**src/trvk_macros.svh**
```systemverilog
/* fixed map geometry; one map bit per 8-byte heap granule
   the heap base must be 8-byte aligned */
`ifndef TRVK_MACROS_SVH
`define TRVK_MACROS_SVH

// first byte covered by the revocation map
`define TRVK_HEAP_BASE 32'h8000_0000

// map depth in 32-bit words and the matching address width
`define TRVK_TSMAP_WORDS 2048
`define TRVK_MAP_AW 11

// bit index within a map word, register file index
`define TRVK_BIT_W 5
`define TRVK_REG_AW 5

`endif

```
**src/trvk_pkg.sv**
```systemverilog
/* types shared by the revocation check pipeline */
`include "trvk_macros.svh"

package trvk_pkg;

  // which client a load response belongs to
  typedef enum logic [1:0] {
    SRC_NONE  = 2'd0,
    SRC_CPU   = 2'd1,
    SRC_SWEEP = 2'd2
  } trvk_src_e;

  typedef logic [`TRVK_MAP_AW-1:0] map_addr_t;
  typedef logic [`TRVK_BIT_W-1:0]  bit_pos_t;
  typedef logic [`TRVK_REG_AW-1:0] reg_addr_t;

endpackage

```
**src/trvk_ctrl.sv**
```systemverilog
/* fixed three-clock pipeline with no stall; CPU and sweeper share one
   response bus, so at most one of them may respond per cycle (CPU wins) */
`timescale 1ns/1ps

module trvk_ctrl (
  input  logic                clk_i,
  input  logic                rst_ni,
  input  logic                rf_trsv_en_i,
  input  trvk_pkg::reg_addr_t rf_trsv_addr_i,
  input  logic                lsu_resp_valid_i,
  input  logic                lsu_load_err_i,
  input  logic                lsu_cap_tag_i,
  input  logic                lsu_resp_is_wr_i,
  input  logic                sweep_resp_valid_i,
  input  logic                sweep_resp_err_i,
  input  logic                range_ok_i,
  input  trvk_pkg::bit_pos_t  bit_pos_i,
  input  logic [31:0]         map_rdata_i,
  output logic                cap_load_o,
  output logic                map_cs_o,
  output logic                rf_trvk_en_o,
  output trvk_pkg::reg_addr_t rf_trvk_addr_o,
  output logic                rf_trvk_clrtag_o,
  output logic                sweep_trvk_en_o,
  output logic                sweep_trvk_clrtag_o
);

  import trvk_pkg::*;

  // reservation state
  logic      cpu_active_q;
  reg_addr_t trsv_addr_q;

  // response qualification
  trvk_src_e op_src;
  logic      op_err;
  logic      cap_good;

  // per-stage control
  logic [2:0] cpu_vld_q;
  logic [2:0] sweep_vld_q;
  logic [2:0] cap_good_q;
  logic [2:1] range_ok_q;
  reg_addr_t  rd_addr_q [3];
  bit_pos_t   bit_pos_q;
  logic       revoke_q;
  logic       clrtag;

  // a CPU response only counts while a reservation is open
  always_comb begin
    if (cpu_active_q && lsu_resp_valid_i) begin
      op_src = SRC_CPU;
    end else if (sweep_resp_valid_i && !lsu_resp_is_wr_i) begin
      op_src = SRC_SWEEP;
    end else begin
      op_src = SRC_NONE;
    end
  end

  assign op_err     = (op_src == SRC_CPU) ? lsu_load_err_i : sweep_resp_err_i;
  assign cap_load_o = (op_src != SRC_NONE) && !op_err;
  assign cap_good   = cap_load_o && lsu_cap_tag_i;

  // only look up the map for a tagged capability
  assign map_cs_o = (cpu_vld_q[0] | sweep_vld_q[0]) & cap_good_q[0];

  assign clrtag = revoke_q & cap_good_q[2] & range_ok_q[2];

  // reservation tracking, a new pulse wins over a closing response
  always_ff @(posedge clk_i or negedge rst_ni) begin
    if (!rst_ni) begin
      cpu_active_q <= 1'b0;
    end else if (rf_trsv_en_i) begin
      cpu_active_q <= 1'b1;
    end else if (lsu_resp_valid_i) begin
      cpu_active_q <= 1'b0;
    end
  end

  always_ff @(posedge clk_i) begin
    if (rf_trsv_en_i) begin
      trsv_addr_q <= rf_trsv_addr_i;
    end
  end

  always_ff @(posedge clk_i or negedge rst_ni) begin
    if (!rst_ni) begin
      cpu_vld_q           <= '0;
      sweep_vld_q         <= '0;
      cap_good_q          <= '0;
      rf_trvk_en_o        <= 1'b0;
      sweep_trvk_en_o     <= 1'b0;
      rf_trvk_clrtag_o    <= 1'b0;
      sweep_trvk_clrtag_o <= 1'b0;
    end else begin
      cpu_vld_q           <= {cpu_vld_q[1:0], op_src == SRC_CPU};
      sweep_vld_q         <= {sweep_vld_q[1:0], op_src == SRC_SWEEP};
      cap_good_q          <= {cap_good_q[1:0], cap_good};
      // results leave one clock after stage 2
      rf_trvk_en_o        <= cpu_vld_q[2];
      sweep_trvk_en_o     <= sweep_vld_q[2];
      rf_trvk_clrtag_o    <= clrtag;
      sweep_trvk_clrtag_o <= clrtag;
    end
  end

  // datapath stages
  always_ff @(posedge clk_i) begin
    rd_addr_q[0]   <= trsv_addr_q;
    rd_addr_q[1]   <= rd_addr_q[0];
    rd_addr_q[2]   <= rd_addr_q[1];
    rf_trvk_addr_o <= rd_addr_q[2];
    // decoder results are valid in stage 0
    bit_pos_q      <= bit_pos_i;
    range_ok_q[1]  <= range_ok_i;
    // map word arrives in stage 1
    range_ok_q[2]  <= range_ok_q[1];
    revoke_q       <= map_rdata_i[bit_pos_q];
  end

endmodule

```
**config.mk**
```make
export PLATFORM = sky130hd
export DESIGN_NAME = trvk_ctrl
export DESIGN_NICKNAME = d
export VERILOG_FILES = /design/src/trvk_pkg.sv /design/src/trvk_ctrl.sv
export VERILOG_INCLUDE_DIRS = /design/src /design/src/src
export SDC_FILE = /design/constraint.sdc
export NUM_CORES = 1
export LEC_CHECK = 0
export BUFFER_PORTS_ARGS = -buffer_cell sky130_fd_sc_hd__buf_2
export CAP_MARGIN = 20
export CORE_MARGIN = 10
export CORE_UTILIZATION = 51
export CTS_BUF_LIST = sky130_fd_sc_hd__clkbuf_2 sky130_fd_sc_hd__clkbuf_4 sky130_fd_sc_hd__clkbuf_8
export DETAILED_ROUTE_END_ITERATION = 6
export PLACE_DENSITY = 0.82
export SYNTH_ARGS = -nofsm -noshare
export SYNTH_HDL_FRONTEND = slang
export SYNTH_SLANG_ARGS = --single-unit
```
**constraint.sdc**
```tcl
create_clock -name clk_i -period 2 [get_ports clk_i]
set_input_delay 0.4 -clock clk_i [delete_from_list [all_inputs] [get_ports clk_i]]
set_output_delay 0.4 -clock clk_i [all_outputs]
set_load 0.01 [all_outputs]
```
==> reports/results.ini <==
[finish]
fin_area_mm2=0.00184
finalCoreUtilization_pct=67.8
area_growth_syn_to_layout_pct=28.7
n_fill_cell=215
seq_area_mm2=0.00104
multiInputGateArea_um2=342
nets=218
drive_gt1_share_pct=42.5
fin_cells=198
n_antenna_cell=0

[clocking]
cts_buffers=5
cts_resized=0
cts_setup_buffers=0
clockBufferDepth=2
clock_sinks=46
clock_latency_ns=0.35
cts-root-buf=clkbuf_4
htree_num_levels=2
cts_tree=done
cts.clk_slew.worst_paths_ns=0.12

[grt]
grt_pass1_wl_mm=4.23
antenna_found_initial=0
grtUsageTotal_pct=10.1
grt_max_degree=17
grt_pass1_vias=976
grt.overflow.total=0

[synth]
ys_ff_latch=46
ys_seq_area_share_pct=72.6
synthTopCellsByArea=dfxtp_1 39%, dfrtp_1 23%, mux2i_1 11%, edfxtp_1 11%, a22oi_1 2.1%
syn_area_mm2=0.00143
synth_top_area_share_pct=39.3
yosys.area.top_type=dfxtp_1
syn_area_per_cell_um2=14.6
yosysWarnings=0
synth_nets=150
synth.distinct_cells=25
netlist_instances=98

[hold_path]
min_to=bit_pos_q[4]$_DFF_P_
min_path_type=input pin to flip-flop
hold_path_startpoint=bit_pos_i[4]
whs_path_depth=1

[floorplan]
dieArea_mm2=0.00532
start_util_pct=52.7
core_area_mm2=0.00271
die_x_um=72.9
io-pin-count=63
row_count=19
chipHeight_um=72.9

[worst_setup_path]
worstPathArrival_ns=1.45
start_kind=flip-flop
slowest_stage=dfrtp_1
crit_path_end_kind=output pin
critPathMaxStageDelay_ns=0.40
crit_chain=nand2_1 -> inv_1 -> nor3b_1 -> o2bb2ai_1 -> buf_2
critPathKind=flip-flop to output pin
critPathRequiredTime_ns=1.60
r2r_start=bit_pos_q[1]$_DFF_P_
crit_fanout=2
r2r_slack_ns=0.52
reg2reg_depth=6
r2r-end=revoke_q$_DFF_P_

[drt]
drt-wirelength-per-cell_um=13.6
initialDrtViolationCount=55
totalWireLength_mm=2.69
firstDrtPassIters=4
ant_nets=0
num_vias=919
drc_errors=0
vias_per_cell=4.64

[power_and_ir_drop]
vdd_drop_max_mv=0.743
cellLeakagePower_nw=0.941
pwr_density_cell_mw_per_mm2=925

[timing]
max_freq_mhz=542
rsz0062_at_grt=no
fin_crit_ns=1.85
setup_viol=0
finalCritPeriodShare_pct=92.3
drv_slew=0
worst_pin_slew_ns=0.278
finalHoldWorstSlack_ns=0.153
tns_ns=0
skew_ns=0.0102
hold_viol_final=0
slew_headroom_pct=81.5

[placement]
dp_hpwl_mm=2.29
place.gp.congestion=0.662
dp.cells=189
placed_area_mm2=0.00175
io_buffers=62

[run]
cap_violations=0

[status]
status=completed

area by class of cell:
class	count	share of cell area (%)
clock buffer	5	2.04
clock inverter	3	2.38
inverter	3	0.613
multi-input combinational	46	18.6
sequential	46	56.4
tap	31	2.11
timing repair buffer	64	17.8
through the flow:
step	total power, mW	setup slack (ns)
after global routing	1.77	0.0574
after floorplan	1.10	0.692
after CTS	1.72	0.140
after global placement	1.17	0.459
after detailed placement	1.18	0.406
final	1.70	0.154
cells in the final DEF (no fill, tap or decap):
cell type,netlist,final
a211oi_1,1,1
a21o_1,1,1
a21oi_1,3,3
a22oi_1,4,4
a311o_1,1,1
and2_1,2,2
and2b_1,1,1
and3_1,1,1
buf_2,0,62
buf_4,1,1
bufinv_16,0,1
clkbuf_4,0,5
clkinv_2,0,1
dfrtp_1,13,13
dfxtp_1,28,28
dlygate4sd3_1,0,1
edfxtp_1,5,5
inv_1,3,3
inv_6,0,1
mux2i_1,16,16
nand2_1,7,7
nand2b_1,1,1
nand3_1,2,2
nand4b_1,1,1
nor2_1,1,1
nor2b_1,1,1
nor3b_1,1,1
o21a_1,1,1
o2bb2ai_1,1,1
worst max-delay path, delay by kind of cell (launching register included):
family	cells	cell delay, ns
AO/OA/AOI/OAI	1	0.16
buffers and inverters	2	0.22
flip-flops	1	0.40
AND/OR/NAND/NOR	2	0.32
worst max-delay path by stage:
stage	from	to	slack, ns	depth (start not counted)
3_3_place_gp	lsu_resp_valid_i	cap_load_o	0.46	6
3_5_place_dp	lsu_resp_valid_i	cap_load_o	0.41	6
5_1_grt	cpu_active_q$_DFFE_PN0P_	cap_load_o	0.06	5
2_1_floorplan	lsu_resp_valid_i	cap_load_o	0.69	4
4_1_cts	cpu_active_q$_DFFE_PN0P_	cap_load_o	0.14	5
6_report	cpu_active_q$_DFFE_PN0P_	cap_load_o	0.15	5
cell families after synthesis:
group | share of synthesized area (%)
flops | 72.6
simple gates | 6.66
buf+inv | 3.51
compound gates | 6.05
mux | 11.2
power by group:
part | internal, mW | total, mW | switching, mW
clock network | 0.266 | 0.542 | 0.276
logic | 0.0764 | 0.138 | 0.0614
registers | 1.00 | 1.02 | 0.0175
total | 1.34 | 1.70 | 0.355
cells in the mapped netlist:
cell and number:
a21o_1 1, a22oi_1 4, buf_12 1, mux2i_1 16, and3_1 1, nand4b_1 1, nor2b_1 1, nand2_1 7
a21oi_1 3, nor3b_1 1, buf_4 1, edfxtp_1 5, o2bb2ai_1 1, inv_1 3, dfrtp_1 13, a211oi_1 1
and2b_1 1, nand2b_1 1, and2_1 2, nor2_1 1, a311o_1 1, nand3_1 2, buf_6 1, dfxtp_1 28
o21a_1 1
repair_timing:
item / 4_1_cts / 5_1_grt
setup endpoints to repair: 0 / 0
hold endpoints to repair: 13 / 0
hold buffers: 1 / 0
registers in the layout, summed over array words and instances (netlist names), 2 cells and up:
signal          flops
range_ok_q          2
rd_addr_q          15
cap_good_q          3
sweep_vld_q         3
rf_trvk_addr_o      5
bit_pos_q           5
trsv_addr_q         5
cpu_vld_q           3
routing by layer:
| layer | GRT usage (%) | share of wire, % | wire length (µm) |
|---|---|---|---|
| met2 | 15.3 | 48 | 1290 |
| met3 | 6.53 | 12 | 326 |
| met4 | 5.06 | 1.7 | 45 |
| met1 | 10.6 | 38 | 1030 |
| met5 | 0 | 0 | 0 |
Note: power is estimated with default switching activity, not from simulation.
