--- config.mk ---
export PLATFORM = sky130hd
export DESIGN_NAME = cap_base_decode
export DESIGN_NICKNAME = d
export VERILOG_FILES = /design/src/cap_pkg.sv /design/src/trvk_pkg.sv /design/src/cap_base_decode.sv
export VERILOG_INCLUDE_DIRS = /design/src /design/src/src
export SDC_FILE = /design/constraint.sdc
export NUM_CORES = 1
export LEC_CHECK = 0
export BUFFER_PORTS_ARGS = -buffer_cell sky130_fd_sc_hd__buf_2
export CORE_ASPECT_RATIO = 1.75
export CORE_UTILIZATION = 40
export DETAILED_ROUTE_END_ITERATION = 7
export GPL_ROUTABILITY_DRIVEN = 0
export PLACE_DENSITY = 0.56
export SYNTH_ARGS = -nofsm -noshare
export SYNTH_HDL_FRONTEND = slang
export SYNTH_SLANG_ARGS = --single-unit
--- constraint.sdc ---
create_clock -name clk_i -period 6.45 [get_ports clk_i]
set_input_delay 0.3225 -clock clk_i [delete_from_list [all_inputs] [get_ports clk_i]]
set_output_delay 0.3225 -clock clk_i [all_outputs]
set_load 0.01 [all_outputs]
--- src/trvk_macros.svh ---
/* fixed map geometry; one map bit per 8-byte heap granule
   the heap base must be 8-byte aligned */
`ifndef TRVK_MACROS_SVH
`define TRVK_MACROS_SVH

// first byte covered by the revocation map
`define TRVK_HEAP_BASE 32'h8000_0000

// map depth in 32-bit words and the matching address width
`define TRVK_TSMAP_WORDS 2048
`define TRVK_MAP_AW 11

// bit index within a map word, register file index
`define TRVK_BIT_W 5
`define TRVK_REG_AW 5

`endif

--- src/cap_pkg.sv ---
/* simplified capability metadata, not the full CHERI bounds encoding
   exp is clamped to 22 so that the base field still fits below bit 32 */
package cap_pkg;

  // largest exponent the base recovery accepts
  localparam int unsigned CAP_EXP_MAX = 22;

  // metadata as it comes back with a capability load
  typedef struct packed {
    logic       valid;
    logic [4:0] exp;
    logic [8:0] base;
    // signed correction, only -1, 0 and +1 are legal
    logic [1:0] base_cor;
  } reg_cap_t;

  localparam reg_cap_t NULL_REG_CAP = '{
    valid:    1'b0,
    exp:      5'd0,
    base:     9'd0,
    base_cor: 2'd0
  };

  // rebuild the 32-bit base from the metadata and the address word
  function automatic logic [31:0] get_base32(reg_cap_t cap, logic [31:0] addr);
    logic [4:0]  exp;
    logic [5:0]  top_sh;
    logic [31:0] top;
    logic [31:0] cor;
    exp    = (cap.exp > CAP_EXP_MAX) ? 5'(CAP_EXP_MAX) : cap.exp;
    top_sh = 6'(exp) + 6'd9;
    // address bits above the base field
    top    = addr >> top_sh;
    cor    = {{30{cap.base_cor[1]}}, cap.base_cor};
    top    = top + cor;
    // corrected upper bits, then the base field at exp, zeros below
    return (top << top_sh) | (32'(cap.base) << exp);
  endfunction

endpackage

--- src/trvk_pkg.sv ---
/* types shared by the revocation check pipeline */
`include "trvk_macros.svh"

package trvk_pkg;

  // which client a load response belongs to
  typedef enum logic [1:0] {
    SRC_NONE  = 2'd0,
    SRC_CPU   = 2'd1,
    SRC_SWEEP = 2'd2
  } trvk_src_e;

  typedef logic [`TRVK_MAP_AW-1:0] map_addr_t;
  typedef logic [`TRVK_BIT_W-1:0]  bit_pos_t;
  typedef logic [`TRVK_REG_AW-1:0] reg_addr_t;

endpackage

--- src/cap_base_decode.sv ---
/* base decode for the map lookup; results are combinational in stage 0
   and hold the last captured capability when no load is strobed */
`timescale 1ns/1ps
`include "trvk_macros.svh"

module cap_base_decode (
  input  logic                clk_i,
  input  logic                rst_ni,
  input  logic                cap_load_i,
  input  cap_pkg::reg_cap_t   lsu_rcap_i,
  input  logic [31:0]         lsu_rdata_i,
  output trvk_pkg::map_addr_t map_addr_o,
  output trvk_pkg::bit_pos_t  bit_pos_o,
  output logic                range_ok_o
);

  import cap_pkg::*;
  import trvk_pkg::*;

  reg_cap_t    cap_q;
  logic [31:0] addr_q;
  logic [31:0] base32;
  logic [31:0] granule;

  // hold the loaded capability for the lookup
  always_ff @(posedge clk_i or negedge rst_ni) begin
    if (!rst_ni) begin
      cap_q  <= NULL_REG_CAP;
      addr_q <= 32'h0;
    end else if (cap_load_i) begin
      cap_q  <= lsu_rcap_i;
      addr_q <= lsu_rdata_i;
    end
  end

  assign base32 = get_base32(cap_q, addr_q);

  // granule index relative to the heap, below-heap bases wrap high
  assign granule = (base32 - `TRVK_HEAP_BASE) >> 3;

  assign map_addr_o = granule[`TRVK_MAP_AW+4:5];
  assign bit_pos_o  = granule[4:0];
  assign range_ok_o = (granule[31:5] < `TRVK_TSMAP_WORDS);

endmodule

==> flow_summary.json, run 1 <==
{
  "status": "complete, no violations",
  "r2r_end": "cap_q[14]",
  "rrSetupSlack_ns": 4.94,
  "synth_nets": 847,
  "grtUsageMet3": 0.0127,
  "arrival_ns": 5.90,
  "clkLatencyLatePin_ns": 0.28,
  "leakage_nw": 2.83,
  "crit_chain": "a21oi_1, o21ai_4, inv_2, mux2i_1, o21ai_0, mux2i_2, nor2_1, a31o_2, ha_1, fa_1, a21o_1, a221oi_4, o21ai_2, a221oi_1, xor2_1, o21ai_0, o22ai_1, and3_1, a31oi_1, nor4_2, buf_2",
  "path_class": "register to output pin",
  "fillers": 1475,
  "multi_input_area_um2": 4560,
  "grt.met2_usage": 0.448,
  "holdCritPathClass": "input pin to async pin",
  "grt_pass1_vias": 5954,
  "ys_seq_area_frac": 0.168,
  "ioPinCount": 69,
  "drt-initial-drc-count": 351,
  "setup_viol": 0,
  "critPathLaunchType": "register",
  "worstPathRequired_ns": 6.13,
  "fmax_mhz": 161,
  "cp_max_fo": 5,
  "synth_area_per_cell_um2": 7.57,
  "diodes": 0,
  "ys_ff_latch": 39,
  "postSynthCellCount": 768,
  "synth_xor_area_frac": 0.0286,
  "routedWlPerCell_um": 18.6,
  "num_vias": 6108,
  "final_cell_mix": "nand2_1, nor2_1, a21oi_1",
  "cap_violations": 0,
  "cts_buffer_depth": 2,
  "yosysWarnings": 0,
  "grt.busiest_layer": "met2",
  "synth_flop_cell": "dfrtp_1",
  "cts_buffers": 5,
  "cpLargestDelayFamily": "compound AO/OA/AOI/OAI gates",
  "syn_area_um2": 5810,
  "tns_ns": 0,
  "clk_pin_slew_ns": 0.06,
  "wirelength_um": 18100,
  "hpwlAfterDp_um": 14500,
  "ir_worst_vdd_mv": 0.218,
  "grtUsageTotal": 0.240,
  "port_buffers": 58,
  "fin_crit_sh": 0.964,
  "rows": 58,
  "layout-drive-gt1-share": 0.200,
  "path_buf_inv": 2,
  "cpMostUsedCell": "o21ai_0",
  "synthArstFlopShare": 1.00,
  "design_area_um2": 6430,
  "die_h_um": 161,
  "final_common_cell": "nand2_1",
  "muxShareOfSynthArea": 0.201,
  "synth.distinct_cells": 79,
  "coreArea_um2": 14300,
  "post_dp_cell_area_um2": 6240,
  "fp.dieArea_um2": 15000,
  "syn_to_final_growth_pct": 10.7,
  "overflow": 0,
  "root_buffer": "clkbuf_16",
  "hold_violations": 0,
  "finalClockSkew_ns": 0,
  "use_met1": 0.259,
  "synth_simple_gate_area_frac": 0.218,
  "max_slew_margin": 0.265,
  "timing.rr.start": "cap_q[14]",
  "clock-sinks": 39,
  "htree_levels": 2,
  "critPathCaptureType": "output pin",
  "regArea_um2": 977,
  "antenna_found_initial": 0,
  "fin_crit_ns": 6.22,
  "vias_per_cell": 6.26,
  "synthAdderAreaFrac": 0.0594,
  "synth_edf_count": 0,
  "dieWidth_um": 93.1,
  "rr_worst_depth": 3,
  "drv_slew": 0,
  "ant_nets": 0,
  "nets": 874,
  "critPathSlowestCell": "xor2_1",
  "slowest_delay_ns": 0.49,
  "cts_tree": "yes",
  "synth_compound_area_frac": 0.272,
  "cellPowerDensity_nw_per_um2": 295,
  "start_util": 0.407,
  "grt_setup_unrepaired": "false",
  "grt_pass1_wl_um": 29000,
  "drc": 0,
  "dr.pass1.iters": 5,
  "tightest_slew_ns": 1.10,
  "synth_top_family_by_area": "compound AO/OA/AOI/OAI gates",
  "grt_max_degree": 45
}
area by class of cell:
| cell class | instances | share of cell area |
|---|---|---|
| sequential | 39 | 0.152 |
| timing repair buffer | 76 | 0.0681 |
| inverter | 16 | 0.00933 |
| multi-input combinational | 657 | 0.709 |
| tap | 180 | 0.0350 |
| clock buffer | 6 | 0.0216 |
| clock inverter | 2 | 0.00544 |
cell usage after synthesis (all sizes together), types with 3 or more instances:
master   number  area (um2)
or2           4        25.0
mux2i        66         661
and2          8        50.1
nand2        92         345
o211ai        4        30.0
a211oi       20         155
nor2b         4        25.0
ha           26         325
xor2          9        78.8
inv          14        52.6
o21a          3        22.5
nand4        11        68.8
a22oi         7        52.6
xnor2        10        87.6
o31ai         8        60.1
o311ai        3        26.3
mux2         41         465
and3         17         111
nor4          6        50.0
o21ai        47         246
nor2         79         304
a211o         6        52.6
a221oi        6        76.3
or3           6        42.5
a21o          6        45.0
o22ai        12        75.1
o221ai        4        35.0
clkbuf       35         131
a41oi         3        33.8
a222oi        4        40.0
buf          21         114
a21oi        69         360
a2111oi       3        32.5
a31oi        10        62.6
nor3         15        75.1
dfrtp        39         976
nand3        16        80.1
sequential cells by signal, summed over array words and instances (netlist names):
name,count
cap_q,16
addr_q,23
routing by layer:
| layer | vias up | wire (um) |
|---|---|---|
| li1 | 2927 | - |
| met1 | 2912 | 6890 |
| met2 | 214 | 9580 |
| met3 | 55 | 566 |
| met4 | 0 | 1090 |
| met5 | - | 0 |
how the worst max path moves through the flow:
| stage | to | start | slack, ns | depth (start not counted) |
|---|---|---|---|---|
| after detailed placement | range_ok_o | cap_q[15] | 0.63 | 22 |
| after global routing | range_ok_o | cap_q[13] | 0.009 | 22 |
| after CTS | range_ok_o | cap_q[13] | 0.29 | 22 |
| final | range_ok_o | cap_q[13] | 0.23 | 21 |
| after global placement | range_ok_o | cap_q[13] | 0.70 | 22 |
| after floorplan | range_ok_o | cap_q[12] | 0.81 | 25 |
what timing repair did:
action / CTS / global route
hold buffers: 0 / 0
buffers inserted: 0 / 1
endpoints found under the setup margin: 0 / 1
endpoints found under the hold margin: 0 / 0
resized for setup: 0 / 4
where the power goes:
group | total, mW | switching, mW | internal [mW]
Sequential | 0.297 | 0.0276 | 0.269
Clock | 0.285 | 0.0925 | 0.192
Combinational | 1.32 | 0.821 | 0.499
through the flow:
stage               std cells  power (mW)  hold WS [ns]  worst slack (ns)   util
floorplan                 768        1.25        0.0269             0.813      -
global placement          967        1.57         0.460             0.703  0.436
detailed placement        967        1.58         0.472             0.630  0.436
CTS                       975        1.88         0.167             0.291  0.449
global route              976        2.03         0.214           0.00865  0.450
finish                    976        1.90         0.138             0.231  0.450
logic make-up after synthesis:
family                     count (synthesis)
AOI/OAI and AO/OA                        233
xor gates and xnor gates                  19
adders and majority gates                 27
buffers and inverters                     72
DFF                                       39
muxes                                    109
and+or+nand+nor                          269
Power figures use the tool's default switching activity.
==> inputs of run 2 (changes only) <==
--- a/config.mk
+++ b/config.mk
@@ -6,12 +6,14 @@
 export SDC_FILE = /design/constraint.sdc
 export NUM_CORES = 1
 export LEC_CHECK = 0
+export ABC_AREA = 1
 export BUFFER_PORTS_ARGS = -buffer_cell sky130_fd_sc_hd__buf_2
 export CORE_ASPECT_RATIO = 1.75
 export CORE_UTILIZATION = 40
 export DETAILED_ROUTE_END_ITERATION = 7
 export GPL_ROUTABILITY_DRIVEN = 0
 export PLACE_DENSITY = 0.56
+export SLEW_MARGIN = 20
 export SYNTH_ARGS = -nofsm -noshare
 export SYNTH_HDL_FRONTEND = slang
 export SYNTH_SLANG_ARGS = --single-unit
==> flow_summary.json, run 2 <==
{
  "highest_layer": "met4",
  "drv_slew": 0,
  "top_regs": "addr_q: 23 flops, cap_q: 16 flops",
  "port_buffers": 58,
  "synth_top_family_by_area": "simple AND/OR/NAND/NOR gates",
  "dieWidth_um": 100,
  "stdcell_count": 1492,
  "startpoint": "cap_q[11]",
  "ys_seq_area_frac": 0.144,
  "netlist.area_leader.share": 0.249,
  "worstPathRequired_ns": 6.13,
  "rows": 62,
  "layout-drive-gt1-share": 0.0852,
  "htree_levels": 2,
  "drc": 0,
  "cts_hold_buf": 0,
  "place_inst": 1484,
  "synth_area_per_cell_um2": 5.40,
  "fp.dieArea_um2": 17500,
  "hold_violations": 0,
  "finalClockSkew_ns": 0,
  "postSynthCellCount": 1255,
  "antenna_found_initial": 0,
  "clk_pin_slew_ns": 0.06,
  "top_register": "addr_q",
  "tightest_slew_ns": 0.871,
  "routedWlPerCell_um": 14.2,
  "synth_nets": 1334,
  "wl_met2_um": 11400,
  "fillers": 1956,
  "synth_edf_count": 0,
  "root_buffer": "clkbuf_16",
  "num_vias": 7829,
  "final_core_util": 0.439,
  "synthArstFlopShare": 1.00,
  "overflow": 0,
  "arrival_ns": 5.45,
  "grt_setup_unrepaired": "false",
  "vias_per_cell": 5.25,
  "ant_nets": 0,
  "crit_path_end": "range_ok_o",
  "status": "complete, no violations",
  "synth_simple_gate_area_frac": 0.517,
  "r2r_end": "cap_q[15]",
  "cp_max_fo": 94,
  "cts_setup_buffers": 0,
  "fmax_mhz": 173,
  "cap_violations": 0,
  "fin_crit_sh": 0.895,
  "leakage_nw": 3.97,
  "rrSetupSlack_ns": 4.95,
  "rr_worst_depth": 2,
  "critPathLaunchType": "register",
  "path_class": "register to output pin",
  "grtUsageTotal": 0.253,
  "start_util": 0.412,
  "yosysMostFrequentCell": "nand2_1",
  "holdCritPathClass": "input pin to async pin",
  "cts_tree": "yes",
  "wl_met1_um": 7970,
  "syn_area_um2": 6770,
  "largest_reg_flops": 23,
  "synth_compound_area_frac": 0.131,
  "synth_area_leaders": "nand2_1, nand3_1, dfrtp_1",
  "cellPowerDensity_nw_per_um2": 246,
  "dr.pass1.iters": 5,
  "hpwlAfterDp_um": 17300,
  "diodes": 0,
  "timing.rr.start": "cap_q[15]",
  "wirelength_um": 21200,
  "fin_crit_ns": 5.78,
  "syn_to_final_growth_pct": 6.67,
  "slowest_delay_ns": 0.77,
  "grt_max_degree": 95,
  "coreArea_um2": 16400,
  "ioPinCount": 69,
  "ctsResizeCount": 0,
  "synthAdderAreaFrac": 0.0510,
  "ir_worst_vdd_mv": 0.240,
  "synth_xor_area_frac": 0.00259,
  "clkLatencyLatePin_ns": 0.28,
  "critPathCaptureType": "output pin",
  "grt_pass1_wl_um": 34900,
  "synth_flop_cell": "dfrtp_1",
  "yosysWarnings": 0,
  "max_slew_margin": 0.420,
  "clock-sinks": 39,
  "muxShareOfSynthArea": 0.0109,
  "synth_top_area_cell": "nand2_1",
  "ys_ff_latch": 39,
  "setup_viol": 0,
  "die_h_um": 174,
  "grt_pass1_vias": 7311,
  "critPathSlowestCell": "dfrtp_1",
  "drt-initial-drc-count": 393,
  "final_cell_mix": "nand2_1, nand3_1, inv_1",
  "cts_buffers": 5,
  "final_common_cell": "nand2_1",
  "cts_buffer_depth": 2,
  "met3WireLength_um": 495,
  "nets": 1346,
  "synth_commonest_cells": "nand2_1, nand3_1, inv_1",
  "tns_ns": 0,
  "synth.distinct_cells": 47
}
run 2: cell types whose count changed in the layout (fill, tap and decap cells not counted), moves of 16 or more:
| cell | change |
|---|---|
| a21oi_1 | -45 |
| and3_1 | -16 |
| inv_1 | +146 |
| mux2_2 | -37 |
| mux2i_1 | -60 |
| nand2_1 | +358 |
| nand3_1 | +204 |
| o21ai_0 | +37 |
| o21ai_1 | +20 |
run 2: cell families after synthesis:
logic type,Yosys count
xor gates and xnor gates,2
and+or+nand+nor,797
AOI/OAI and AO/OA,159
muxes,7
buffers and inverters,224
DFF,39
adders and majority gates,27
run 2: metal layers:
layer / up-vias / GRT usage
met2: 192 / 0.488
met5: - / 0
met3: 70 / 0.0121
li1: 4097 / -
met4: 0 / 0.159
met1: 3470 / 0.257
run 2: worst min path at each step:
stage,from,slack (ns),endpoint
detailed placement,rst_ni,0.49,cap_q[9]
global route,rst_ni,0.24,cap_q[8]
finish,rst_ni,0.15,cap_q[9]
floorplan,rst_ni,0.03,addr_q[10]
CTS,rst_ni,0.19,cap_q[9]
global placement,rst_ni,0.49,cap_q[9]
run 2: layout make-up:
type	instances	area [um2]	share of cell area
clock buffers	6	139	0.0192
clock inverters	2	35.0	0.00485
inverters	164	618	0.0856
multi-input cells	992	4830	0.668
flip-flops and latches	39	977	0.135
well taps	224	280	0.0388
repair buffers	65	345	0.0478
run 2: report_power, final:
| group | leakage (nW) | switching (mW) | total (mW) | internal, mW |
|---|---|---|---|---|
| registers | 0.471 | 0.0248 | 0.292 | 0.267 |
| logic | 3.41 | 0.815 | 1.20 | 0.384 |
| clock network | 0.0868 | 0.0977 | 0.290 | 0.192 |
run 2: through the flow:
stage | setup slack (ns) | power, mW | area [um2] | hold slack (ns)
floorplan | 2.26 | 1.21 | 6770 | 0.0269
global placement | 0.989 | 1.48 | 7050 | 0.486
detailed placement | 0.995 | 1.49 | 7050 | 0.490
CTS | 0.659 | 1.79 | 7220 | 0.186
global route | 0.0857 | 1.96 | 7220 | 0.239
finish | 0.674 | 1.78 | 7220 | 0.149
run 2: critical path: cells and delay by family (launching register included):
family	cells	cell delay, ns
buffers and inverters	2	0.18
adders and majority gates	2	0.57
DFF	1	0.77
and+or+nand+nor	20	2.57
muxes	1	0.13
AOI/OAI and AO/OA	4	0.91
